==> config.mk <==
export PLATFORM = sky130hd
export DESIGN_NAME = ntm_input_gate
export DESIGN_NICKNAME = d
export VERILOG_FILES = /design/src/verilog/ntm_gate_pkg.sv /design/src/verilog/ntm_gate_decode.sv /design/src/verilog/ntm_gate_execute.sv /design/src/verilog/ntm_gate_logistic.sv /design/src/verilog/ntm_input_gate.sv
export VERILOG_INCLUDE_DIRS = /design/src /design/src/verilog
export SDC_FILE = /design/constraint.sdc
export NUM_CORES = 1
export LEC_CHECK = 0
export BUFFER_PORTS_ARGS = -buffer_cell sky130_fd_sc_hd__buf_4
export CAP_MARGIN = 30
export CORE_MARGIN = 5
export CORE_UTILIZATION = 40
export CTS_CLUSTER_SIZE = 28
export DETAILED_ROUTE_END_ITERATION = 10
export HOLD_SLACK_MARGIN = 0.12
export MAX_ROUTING_LAYER = met4
export SLEW_MARGIN = 40
export SYNTH_ARGS = -nofsm -noshare
export SYNTH_HDL_FRONTEND = slang
export SYNTH_SLANG_ARGS = --single-unit
==> constraint.sdc <==
create_clock -name CLK -period 7.9 [get_ports CLK]
set_input_delay 1.58 -clock CLK [delete_from_list [all_inputs] [get_ports CLK]]
set_output_delay 1.58 -clock CLK [all_outputs]
set_load 0.01 [all_outputs]
==> src/verilog/ntm_gate_defines.svh <==
// Widths, size limits and sigmoid breakpoints of the NTM input gate
// Included by the package and by every RTL file that sizes a port

`ifndef NTM_GATE_DEFINES_SVH
`define NTM_GATE_DEFINES_SVH

//////////////////////////////
// Number format
//////////////////////////////

`define NTM_DATA_W 16  // Q8.8 datum
`define NTM_FRAC_W 8   // Fraction bits
`define NTM_ACC_W  32  // Accumulator

// Size inputs, up to 15 pairs per term
`define NTM_SIZE_W 4

//////////////////////////////
// Sigmoid breakpoints, Q8.8
//////////////////////////////

`define NTM_SIG_B1 16'h0100  // 1.0
`define NTM_SIG_B2 16'h0260  // 2.375
`define NTM_SIG_B3 16'h0500  // 5.0

`endif

==> src/verilog/ntm_gate_pkg.sv <==
// Types shared by the input gate pipeline stages
// Decode emits gate_op_t, execute emits gate_acc_t

`include "ntm_gate_defines.svh"

package ntm_gate_pkg;

  //////////////////////////////
  // Term of an operand pair
  //////////////////////////////

  typedef enum logic [1:0] {
    TERM_W,  // Input weights times x
    TERM_K,  // Read weights times r
    TERM_U,  // Recurrent weights times h
    TERM_B   // Bias, closes an element
  } term_e;

  //////////////////////////////
  // Pipeline words
  //////////////////////////////

  // Decode to execute
  typedef struct packed {
    logic                   valid;
    term_e                  term;
    logic [`NTM_DATA_W-1:0] operand_a;   // Weight or bias
    logic [`NTM_DATA_W-1:0] operand_b;   // Activation, zero for bias
    logic                   last;        // Bias op of an element
    logic                   final_elem;  // Closing op of the last element
  } gate_op_t;

  // Execute to result
  typedef struct packed {
    logic                  valid;
    logic                  final_elem;  // Sum of the last element
    logic [`NTM_ACC_W-1:0] sum;         // Full accumulator at element close
  } gate_acc_t;

endpackage

==> src/verilog/ntm_gate_decode.sv <==
// Term sequencer of the input gate
// Latches sizes on START, accepts only the strobe of the expected term
// and registers the selected pair as one op per accepted strobe

`timescale 1ns/10ps
`include "ntm_gate_defines.svh"

module ntm_gate_decode (
  input  logic                   CLK,
  input  logic                   RST,
  input  logic                   START,
  input  logic [`NTM_SIZE_W-1:0] size_x,
  input  logic [`NTM_SIZE_W-1:0] size_r,
  input  logic [`NTM_SIZE_W-1:0] size_l,
  input  logic                   w_enable,
  input  logic                   k_enable,
  input  logic                   u_enable,
  input  logic                   b_enable,
  input  logic [`NTM_DATA_W-1:0] w_data,
  input  logic [`NTM_DATA_W-1:0] x_data,
  input  logic [`NTM_DATA_W-1:0] k_data,
  input  logic [`NTM_DATA_W-1:0] r_data,
  input  logic [`NTM_DATA_W-1:0] u_data,
  input  logic [`NTM_DATA_W-1:0] h_data,
  input  logic [`NTM_DATA_W-1:0] b_data,
  output ntm_gate_pkg::gate_op_t op,
  output logic                   order_error
);

  //////////////////////////////
  // State
  //////////////////////////////

  logic [`NTM_SIZE_W-1:0] size_x_q;   // Latched sizes
  logic [`NTM_SIZE_W-1:0] size_r_q;
  logic [`NTM_SIZE_W-1:0] size_l_q;
  logic                   busy;
  ntm_gate_pkg::term_e    term;       // Expected term
  logic [`NTM_SIZE_W-1:0] pair_cnt;   // Pairs seen in this term
  logic [`NTM_SIZE_W-1:0] elem_cnt;   // Elements closed so far

  logic                   exp_enable;
  logic                   any_enable;
  logic                   accept;
  logic                   wrong_term;
  logic [`NTM_SIZE_W-1:0] term_size;
  logic                   term_done;
  logic                   elem_done;
  logic [`NTM_DATA_W-1:0] sel_a;
  logic [`NTM_DATA_W-1:0] sel_b;

  // First term with a nonzero size, U always has size_l pairs
  function automatic ntm_gate_pkg::term_e first_term(input logic [`NTM_SIZE_W-1:0] sx,
                                                     input logic [`NTM_SIZE_W-1:0] sr);
    if (sx != '0) begin
      return ntm_gate_pkg::TERM_W;
    end else if (sr != '0) begin
      return ntm_gate_pkg::TERM_K;
    end
    return ntm_gate_pkg::TERM_U;
  endfunction

  //////////////////////////////
  // Strobe select
  //////////////////////////////

  always_comb begin
    case (term)
      ntm_gate_pkg::TERM_W: begin
        exp_enable = w_enable;
        term_size  = size_x_q;
        sel_a      = w_data;
        sel_b      = x_data;
      end
      ntm_gate_pkg::TERM_K: begin
        exp_enable = k_enable;
        term_size  = size_r_q;
        sel_a      = k_data;
        sel_b      = r_data;
      end
      ntm_gate_pkg::TERM_U: begin
        exp_enable = u_enable;
        term_size  = size_l_q;  // Recurrent pairs
        sel_a      = u_data;
        sel_b      = h_data;
      end
      default: begin          // Single bias word
        exp_enable = b_enable;
        term_size  = `NTM_SIZE_W'(1);
        sel_a      = b_data;
        sel_b      = '0;
      end
    endcase
  end

  assign any_enable = w_enable | k_enable | u_enable | b_enable;
  assign accept     = busy & exp_enable;
  assign wrong_term = busy & any_enable & ~exp_enable;  // Dropped strobe

  // Counts compared one bit wider, no wrap at 15
  assign term_done = ({1'b0, pair_cnt} + 1'b1) == {1'b0, term_size};
  assign elem_done = ({1'b0, elem_cnt} + 1'b1) == {1'b0, size_l_q};

  //////////////////////////////
  // Sequencer
  //////////////////////////////

  always_ff @(posedge CLK or posedge RST) begin
    if (RST) begin
      size_x_q    <= '0;
      size_r_q    <= '0;
      size_l_q    <= '0;
      busy        <= 1'b0;
      term        <= ntm_gate_pkg::TERM_W;
      pair_cnt    <= '0;
      elem_cnt    <= '0;
      order_error <= 1'b0;
    end else if (!busy) begin
      if (START) begin
        size_x_q    <= size_x;
        size_r_q    <= size_r;
        size_l_q    <= size_l;
        busy        <= (size_l != '0);  // No elements, stay idle
        term        <= first_term(size_x, size_r);
        pair_cnt    <= '0;
        elem_cnt    <= '0;
        order_error <= 1'b0;
      end
    end else begin
      if (wrong_term) begin
        order_error <= 1'b1;  // Sticky until next START
      end
      if (accept) begin
        if (term == ntm_gate_pkg::TERM_B) begin
          if (elem_done) begin
            busy <= 1'b0;       // Last element closed
          end else begin
            elem_cnt <= elem_cnt + 1'b1;
            term     <= first_term(size_x_q, size_r_q);
          end
        end else if (term_done) begin
          pair_cnt <= '0;
          case (term)
            ntm_gate_pkg::TERM_W: begin
              if (size_r_q != '0) begin
                term <= ntm_gate_pkg::TERM_K;
              end else begin
                term <= ntm_gate_pkg::TERM_U;  // Skip empty K
              end
            end
            ntm_gate_pkg::TERM_K: term <= ntm_gate_pkg::TERM_U;
            default:              term <= ntm_gate_pkg::TERM_B;
          endcase
        end else begin
          pair_cnt <= pair_cnt + 1'b1;
        end
      end
    end
  end

  //////////////////////////////
  // Op register
  //////////////////////////////

  always_ff @(posedge CLK or posedge RST) begin
    if (RST) begin
      op <= '0;
    end else begin
      op.valid <= accept;
      if (accept) begin
        op.term       <= term;
        op.operand_a  <= sel_a;
        op.operand_b  <= sel_b;
        op.last       <= (term == ntm_gate_pkg::TERM_B);
        op.final_elem <= (term == ntm_gate_pkg::TERM_B) && elem_done;
      end
    end
  end

endmodule

==> src/verilog/ntm_gate_execute.sv <==
// Multiply-accumulate stage of the input gate
// Sums Q8.8 products of W, K and U ops, adds the bias and emits
// the element total one cycle after the closing op

`timescale 1ns/10ps
`include "ntm_gate_defines.svh"

module ntm_gate_execute (
  input  logic                    CLK,
  input  logic                    RST,
  input  ntm_gate_pkg::gate_op_t  op,
  output ntm_gate_pkg::gate_acc_t acc
);

  //////////////////////////////
  // Datapath
  //////////////////////////////

  logic signed [`NTM_ACC_W-1:0] product;   // Q16.16
  logic signed [`NTM_ACC_W-1:0] scaled;    // Back to Q8.8 scale
  logic signed [`NTM_ACC_W-1:0] bias_ext;
  logic signed [`NTM_ACC_W-1:0] addend;
  logic signed [`NTM_ACC_W-1:0] sum_q;     // Running sum of the element
  logic signed [`NTM_ACC_W-1:0] sum_next;

  // Operands sign-extended to 32 bits before the multiply
  assign product = $signed(op.operand_a) * $signed(op.operand_b);
  assign scaled  = product >>> `NTM_FRAC_W;

  assign bias_ext = {{(`NTM_ACC_W-`NTM_DATA_W){op.operand_a[`NTM_DATA_W-1]}}, op.operand_a};

  // Bias op carries no activation
  assign addend = (op.term == ntm_gate_pkg::TERM_B) ? bias_ext : scaled;

  // Wraps at 32 bits, out of reach for 15 pairs per term
  assign sum_next = sum_q + addend;

  //////////////////////////////
  // Accumulator
  //////////////////////////////

  always_ff @(posedge CLK or posedge RST) begin
    if (RST) begin
      sum_q <= '0;
      acc   <= '0;
    end else begin
      acc.valid <= 1'b0;
      if (op.valid) begin
        if (op.last) begin
          acc.valid      <= 1'b1;       // Element closes
          acc.final_elem <= op.final_elem;
          acc.sum        <= sum_next;
          sum_q          <= '0;         // Next element from zero
        end else begin
          sum_q <= sum_next;
        end
      end
    end
  end

endmodule

==> src/verilog/ntm_gate_logistic.sv <==
// Result stage of the input gate
// Saturates the element sum to Q8.8, applies the piecewise-linear
// sigmoid and strobes the value out one cycle after acc is valid

`timescale 1ns/10ps
`include "ntm_gate_defines.svh"

module ntm_gate_logistic (
  input  logic                    CLK,
  input  logic                    RST,
  input  ntm_gate_pkg::gate_acc_t acc,
  output logic [`NTM_DATA_W-1:0]  i_out,
  output logic                    i_out_enable,
  output logic                    ready
);

  //////////////////////////////
  // Saturate and fold
  //////////////////////////////

  logic [`NTM_DATA_W-1:0] sat;       // Clamped to signed 16 bits
  logic                   neg;
  logic [`NTM_DATA_W:0]   z;         // Magnitude, holds 32768
  logic [`NTM_DATA_W:0]   y;         // Sigmoid of |sum|, at most 1.0
  logic [`NTM_DATA_W-1:0] gate_val;

  always_comb begin
    if ($signed(acc.sum) > $signed(32'sd32767)) begin
      sat = 16'h7fff;
    end else if ($signed(acc.sum) < $signed(-32'sd32768)) begin
      sat = 16'h8000;
    end else begin
      sat = acc.sum[`NTM_DATA_W-1:0];
    end
  end

  assign neg = sat[`NTM_DATA_W-1];
  assign z   = neg ? (17'd0 - {1'b1, sat}) : {1'b0, sat};

  //////////////////////////////
  // PLAN segments
  //////////////////////////////

  // z is never negative, so shifts truncate toward zero
  always_comb begin
    if (z >= {1'b0, `NTM_SIG_B3}) begin
      y = 17'd256;                 // Flat at 1.0
    end else if (z >= {1'b0, `NTM_SIG_B2}) begin
      y = (z >> 5) + 17'd216;
    end else if (z >= {1'b0, `NTM_SIG_B1}) begin
      y = (z >> 3) + 17'd160;
    end else begin
      y = (z >> 2) + 17'd128;     // Around 0.5
    end
  end

  // Mirror for negative sums
  assign gate_val = neg ? (16'd256 - y[`NTM_DATA_W-1:0]) : y[`NTM_DATA_W-1:0];

  //////////////////////////////
  // Output registers
  //////////////////////////////

  always_ff @(posedge CLK or posedge RST) begin
    if (RST) begin
      i_out_enable <= 1'b0;
      ready        <= 1'b0;
    end else begin
      i_out_enable <= acc.valid;
      ready        <= acc.valid & acc.final_elem;  // With last element only
    end
  end

  always_ff @(posedge CLK) begin
    if (acc.valid) begin
      i_out <= gate_val;
    end
  end

endmodule

==> src/verilog/ntm_input_gate.sv <==
// Input gate of the NTM controller, i(l) = sigmoid(W.x + K.r + U.h + b(l))
// Host streams strobed pairs per element, I_OUT follows each bias by 3 cycles

`timescale 1ns/10ps
`include "ntm_gate_defines.svh"

module ntm_input_gate (
  input  logic                   CLK,
  input  logic                   RST,
  input  logic                   START,
  input  logic [`NTM_SIZE_W-1:0] SIZE_X,
  input  logic [`NTM_SIZE_W-1:0] SIZE_R,
  input  logic [`NTM_SIZE_W-1:0] SIZE_L,
  input  logic                   W_IN_ENABLE,
  input  logic                   K_IN_ENABLE,
  input  logic                   U_IN_ENABLE,
  input  logic                   B_IN_ENABLE,
  input  logic [`NTM_DATA_W-1:0] W_IN,
  input  logic [`NTM_DATA_W-1:0] X_IN,
  input  logic [`NTM_DATA_W-1:0] K_IN,
  input  logic [`NTM_DATA_W-1:0] R_IN,
  input  logic [`NTM_DATA_W-1:0] U_IN,
  input  logic [`NTM_DATA_W-1:0] H_IN,
  input  logic [`NTM_DATA_W-1:0] B_IN,
  output logic [`NTM_DATA_W-1:0] I_OUT,
  output logic                   I_OUT_ENABLE,
  output logic                   READY,
  output logic                   ORDER_ERROR
);

  ntm_gate_pkg::gate_op_t  op;   // Decode to execute
  ntm_gate_pkg::gate_acc_t acc;  // Execute to result

  //////////////////////////////
  // Pipeline
  //////////////////////////////

  ntm_gate_decode decode0 (
    .CLK         (CLK),
    .RST         (RST),
    .START       (START),
    .size_x      (SIZE_X),
    .size_r      (SIZE_R),
    .size_l      (SIZE_L),
    .w_enable    (W_IN_ENABLE),
    .k_enable    (K_IN_ENABLE),
    .u_enable    (U_IN_ENABLE),
    .b_enable    (B_IN_ENABLE),
    .w_data      (W_IN),
    .x_data      (X_IN),
    .k_data      (K_IN),
    .r_data      (R_IN),
    .u_data      (U_IN),
    .h_data      (H_IN),
    .b_data      (B_IN),
    .op          (op),
    .order_error (ORDER_ERROR)
  );

  ntm_gate_execute execute0 (
    .CLK (CLK),
    .RST (RST),
    .op  (op),
    .acc (acc)
  );

  ntm_gate_logistic result0 (
    .CLK          (CLK),
    .RST          (RST),
    .acc          (acc),
    .i_out        (I_OUT),
    .i_out_enable (I_OUT_ENABLE),
    .ready        (READY)
  );

endmodule

==> metrics, run 1 <==
status complete, but fails checks; failing checks setup timing; worst setup path end execute0.acc[30]; post-route insts no fill 3039; first-pass GRT wire length 84400 µm; Largest stage delay, worst path 520 ps; Worst Reg-to-Reg Cells 35; sequential cell area 0.00374 mm²; DRC Markers 0; Worst-path clk slew 80 ps; clock skew 13.3 ps; Netlist cell types 79; Num CTS Buffers 17; Critical R2R Capture execute0.acc[30]; clock sink count 145; worst slew pin tran 769 ps; WHS 472 ps; CP most frequent cell fa_1; via count 15459; Rows 80; DR WL/cell 16.6 µm; Critical Path AT 8380 ps; antenna violations before repair 0; clk root buf clkbuf_16; FMAX 0.124 GHz; WS Path Type register to register; slowest CP cell fa_1; Synth Warn # 0; Critical path origin decode0.op[7]; dpl hpwl 40900 µm; Post-Place Worst Slack -497 ps; CTS H-tree lvls 4; commonest non-fill, non-tap cell in the layout buf_4; Final Hold Vio Count 0; die area 0.0520 mm²; GRT overflow 0; Ant. Diodes 0; TritonRoute pass-1 iters 5; DRT iter0 DRCs 1070; R2R Path Start decode0.op[7]; worst skew pair latency 470 ps; Filler Cell Count 4388; CTS tree built; commonest cells after routing, fill and taps aside buf_4, inv_1, fa_1, nand2_1, and2_1; largest net degree at the start of global routing 68; vias in the first global route 16717; share of cells above drive strength 1 0.283; num ports 150; class of the worst hold path register to register; FF+latch count, synth 145; main flop type after synthesis dfrtp_1; RSZ-0062 raised after global routing true; fin crit share 1.02; Starting Density 0.401; # Max-Cap Violations 0; setup slack, reg-to-reg -130 ps; mapped cell area 0.0190 mm²; Core ar. 0.0474 mm²; Syn Area/Cell 9.29 µm²; Setup WS post-layout -134 ps; async set-reset flop share out of synthesis 0.890; IO buf count 149; gpl congestion 0.909; post-synthesis sequential area ratio 0.195; Die W 228 µm; placed cell count 2944; max_slew headroom 0.487; Post-Route WL 50400 µm; maximum fanout along the worst path 4; Layout area overhead 26.9%; clock buffer depth 2; DR vias/cell 5.09; Chip Height 228 µm; max-slew violation count 0; Synth Instances 2048; Final setup viols 6; Worst Setup Start Kind register; minimum clock period 8030 ps; nets 2930; Worst Setup End Kind register; area of the multi-input gates 0.0144 mm²; GRT Util Overall 0.201; number of flops mapped to enable cells by yosys 16; ANT nets after route 0; syn_nets 2567; CP required 8250 ps
[synth_stat cells, types with 7 or more instances]
master     count  share of area
nand3_1       18         0.0047
edfxtp_1      16          0.025
fa_1         262           0.28
o2bb2ai_1     29          0.013
o21bai_1       9         0.0036
nand4_1       22         0.0072
o31ai_1        8         0.0032
xnor2_1       48          0.022
dfrtp_1      129           0.17
and3_1         7         0.0023
mux2_2        36          0.021
a21o_1        26          0.010
and2_1       127          0.042
xor2_1        31          0.014
o21ai_0      108          0.028
nor2_1        92          0.018
nor4_1        10         0.0033
ha_1         126          0.083
mux2i_1       22          0.012
a21oi_1       78          0.021
inv_1        342          0.067
clkbuf_1      71          0.014
nand2_1      225          0.044
o21a_1        12         0.0047
mux4_2        17          0.020
buf_1          8         0.0016
o22ai_1        7         0.0023
nand2b_1      17         0.0056
nor3_1        22         0.0058
nor2b_1       11         0.0036
a31oi_1       11         0.0036
[worst max-delay path, delay by kind of cell (launching register included)]
kind	cells	cell delay, ps
and+or+nand+nor	6	840
AOI/OAI and AO/OA	12	2110
adders and majority gates	8	3570
buffers and inverters	6	450
xor gates and xnor gates	2	230
muxes	1	260
DFF	1	450
[stage by stage]
step / instance area [µm²] / utilization / TNS, ps
floorplan: 19100 / - / 0
global placement: 22400 / 0.471 / -4640
detailed placement: 22400 / 0.472 / -7780
CTS: 23700 / 0.500 / -331
global route: 24200 / 0.509 / -5860
finish: 24200 / 0.509 / -558
[state kept, by name (all words and copies together) (netlist names), 2 cells and up]
register          flops
result0.i_out        16
decode0.size_l_q      4
decode0.elem_cnt      4
decode0.size_x_q      4
execute0.acc         34
decode0.op           37
execute0.sum_q       32
decode0.size_r_q      4
decode0.term          2
decode0.pair_cnt      4
[worst min path at each step]
stage	from	endpoint	slack [ps]	cells after the start
CTS	execute0.acc[32]	result0.ready	480	1
global route	execute0.acc[32]	result0.ready	510	1
finish	execute0.acc[32]	result0.ready	470	1
detailed placement	execute0.acc[32]	result0.ready	470	1
floorplan	decode0.op[0]	decode0.op[0]	450	1
global placement	execute0.acc[32]	result0.ready	470	1
[cell families after synthesis]
logic type               count (synthesis)  synth area share
AO/OA/AOI/OAI                          351             0.121
adder cells (fa/ha/maj)                388             0.358
AND/OR/NAND/NOR                        580             0.150
flip-flops                             145             0.195
multiplexers                            75            0.0530
buffers and inverters                  430            0.0856
XOR/XNOR                                79            0.0364
[cell type report]
cell class | count | area share
Clock inverter | 15 | 0.00793
Multi-Input combinational cell | 1473 | 0.595
Inverter | 344 | 0.0537
Clock buffer | 17 | 0.0176
Tap cell | 615 | 0.0319
Sequential cell | 145 | 0.155
Timing Repair Buffer | 430 | 0.140
[per-layer routing]
layer / share of wire / vias up / track usage
met1: 0.44 / 7681 / 0.256
li1: - / 7393 / -
met2: 0.50 / 324 / 0.346
met3: 0.034 / 61 / 0.0256
met4: 0.019 / 0 / 0.0478
met5: 0 / - / -
[timing repair]
item                                    CTS  global route
setup buffers                            50            12
endpoints found under the setup margin   26            34
hold buffers                              0             0
resized for setup                       101            76
pin swaps                               107            84
Power of run 1 is left out: the tool's default activity adds up to more than one toggle a clock period on the data nets, which glitch-free logic cannot reach.
==> inputs of run 2 (changes only) <==
--- a/config.mk
+++ b/config.mk
@@ -8,11 +8,9 @@
 export LEC_CHECK = 0
 export BUFFER_PORTS_ARGS = -buffer_cell sky130_fd_sc_hd__buf_4
 export CAP_MARGIN = 30
-export CORE_MARGIN = 5
 export CORE_UTILIZATION = 40
 export CTS_CLUSTER_SIZE = 28
 export DETAILED_ROUTE_END_ITERATION = 10
-export HOLD_SLACK_MARGIN = 0.12
 export MAX_ROUTING_LAYER = met4
 export SLEW_MARGIN = 40
 export SYNTH_ARGS = -nofsm -noshare
==> constraint.sdc (replaced) <==
create_clock -name CLK -period 7.9 [get_ports CLK]
set_input_delay 0.79 -clock CLK [delete_from_list [all_inputs] [get_ports CLK]]
set_output_delay 0.79 -clock CLK [all_outputs]
set_load 0.01 [all_outputs]
==> run 2 against run 1 <==
  * The run ends with DRC, setup timing left
  * Via count increased by 0.27%
  * Non-clock buffer count grew 2
  * Clock skew grew 4.2 ps
  * Die area fell by 6.9%
  * Cell area down 0.22%
  * Global-route usage grew 2.0 points
  * Flip-flop and latch count is the same
  * Sequential share of layout area is essentially flat
  * Setup slack better by 12 ps
  * Largest cell class unchanged
  * Highest routed layer unchanged
==> metrics, run 2 (same netlist as run 1, synthesis figures left out) <==
# Max-Cap Violations 0 (unchanged); CP required 8250 ps (about the same); max reg flops 37 (unchanged); num ports 150 (unchanged); Chip Height 220 µm (-3.5%); sequential cell area 0.00374 mm² (+0.10%); Starting Density 0.407 (+0.00594); FMAX 0.125 GHz (+0.15%); commonest non-fill, non-tap cell in the layout buf_4; Post-Route WL 49500 µm (-1.7%); Filler Cell Count 4283 (-2.4%); vias in the first global route 16364 (-2.1%); worst skew pair latency 460 ps (about the same); fin crit share 1.02 (-0.00151); dpl hpwl 40000 µm (-2.2%); via count 15500 (+0.27%); TritonRoute pass-1 iters 8 (+3); GRT Util Overall 0.221 (+0.0200); clock sink count 145 (unchanged); die area 0.0485 mm² (-6.9%); ANT nets after route 0 (unchanged); Final setup viols 5 (-1); max_slew headroom 0.397 (-0.0896); first-pass GRT wire length 82800 µm (-1.9%); Layout area overhead 26.6%; area of the multi-input gates 0.0144 mm² (about the same); Critical Path AT 8370 ps (about the same); DR vias/cell 5.11 (+0.43%); Worst-path clk slew 80 ps (about the same); GRT overflow 0 (unchanged); class of the worst hold path primary input to async pin; Largest stage delay, worst path 540 ps (+20 ps); Die W 220 µm (-3.5%); post-cts hold buffer count 0 (unchanged); DR WL/cell 16.3 µm (-1.6%); WS Path Type register to register; RSZ-0062 raised after global routing true; antenna violations before repair 0 (unchanged); failing checks DRC, setup timing; Layout Utilization 0.515 (+0.00641); Worst Setup Start Kind register; CTS H-tree lvls 4 (unchanged); share of cells above drive strength 1 0.292 (+0.00966); Reg with most FFs decode0.op; slowest CP cell fa_2; worst slew pin tran 896 ps (+126 ps); clock buffer depth 2 (unchanged); commonest cells after routing, fill and taps aside buf_4, inv_1, fa_1, nand2_1, and2_1; CTS tree built; Worst Setup End Kind register; Rows 79 (-1.3%); clk root buf clkbuf_16; clock skew 17.5 ps (+4.21 ps); Setup WS post-layout -122 ps (+11.9 ps); nets 2932 (+0.068%); IO buf count 149 (unchanged); minimum clock period 8020 ps (-11.9 ps); Core ar. 0.0468 mm² (-1.5%); Final Hold Vio Count 0 (unchanged); Num CTS Buffers 17 (unchanged); biggest regs decode0.op: 37 flops, execute0.acc: 34 flops, execute0.sum_q: 32 flops; DRT iter0 DRCs 966 (-9.7%); DRC Markers 4 (+4); largest net degree at the start of global routing 67 (-1.5%); maximum fanout along the worst path 7 (+3); status complete, but fails checks; max-slew violation count 0 (unchanged); gpl congestion 0.886 (-2.5%)
==> run 2: cell types whose count changed in the layout (fill, tap and decap cells not counted), sizes merged <==
cell / before / now
buf: 430 / 432
diode: 0 / 1
clkinvlp: 0 / 1
bufinv: 2 / 1
==> run 2: per-stage QoR <==
step,cell area [µm²],std cells,setup slack (ps),hold WS (ps),TNS [ps]
2_1_floorplan,19100,2048,0.669,446,0
3_3_place_gp,22400,2942,-326,477,-3880
3_5_place_dp,22400,2942,-462,484,-6890
4_1_cts,23700,3023,-85.2,411,-217
5_1_grt,24100,3033,-407,428,-4100
6_report,24100,3034,-122,383,-245
==> run 2: path summary, 6_finish.rpt <==
| check | startpoint | end | slack, ps | depth (start not counted) |
|---|---|---|---|---|
| max | decode0.op[7] | execute0.acc[30] | -120 | 34 |
| max reg2reg | decode0.op[7] | execute0.acc[30] | -120 | 34 |
| min | RST | execute0.sum_q[0] | 380 | 2 |
| min in group CLK | execute0.sum_q[7] | execute0.sum_q[7] | 500 | 1 |
| min reg2reg | execute0.sum_q[7] | execute0.sum_q[7] | 500 | 1 |
| max in group asynchronous | RST | execute0.sum_q[16] | 6430 | 3 |
==> run 2: what timing repair did <==
action	4_1_cts	5_1_grt
pin swaps	66	35
resized for setup	112	94
setup buffers	49	12
endpoints found under the setup margin	29	32
==> run 2: layout make-up <==
class	count	share of cell area
Antenna cell	1	0.000104
Clock buffer	17	0.0177
Clock inverter	15	0.00680
Inverter	344	0.0538
Multi-Input combinational cell	1473	0.596
Sequential cell	145	0.155
Tap cell	607	0.0315
Timing Repair Buffer	432	0.138
==> run 2: layer usage <==
metal,part of all wire,GRT usage
met1,0.45,0.281
met2,0.49,0.374
met3,0.036,0.0265
met4,0.020,0.0584
met5,0,-
==> run 2: critical path: cells and delay by family (launching register included) <==
kind	cells	cell delay (ps)
simple gates	3	500
flops	1	470
xor+xnor	2	240
fa+ha+maj	8	3470
buf+inv	5	370
mux	1	260
compound gates	15	2590
Power of run 2 is left out for the same reason.
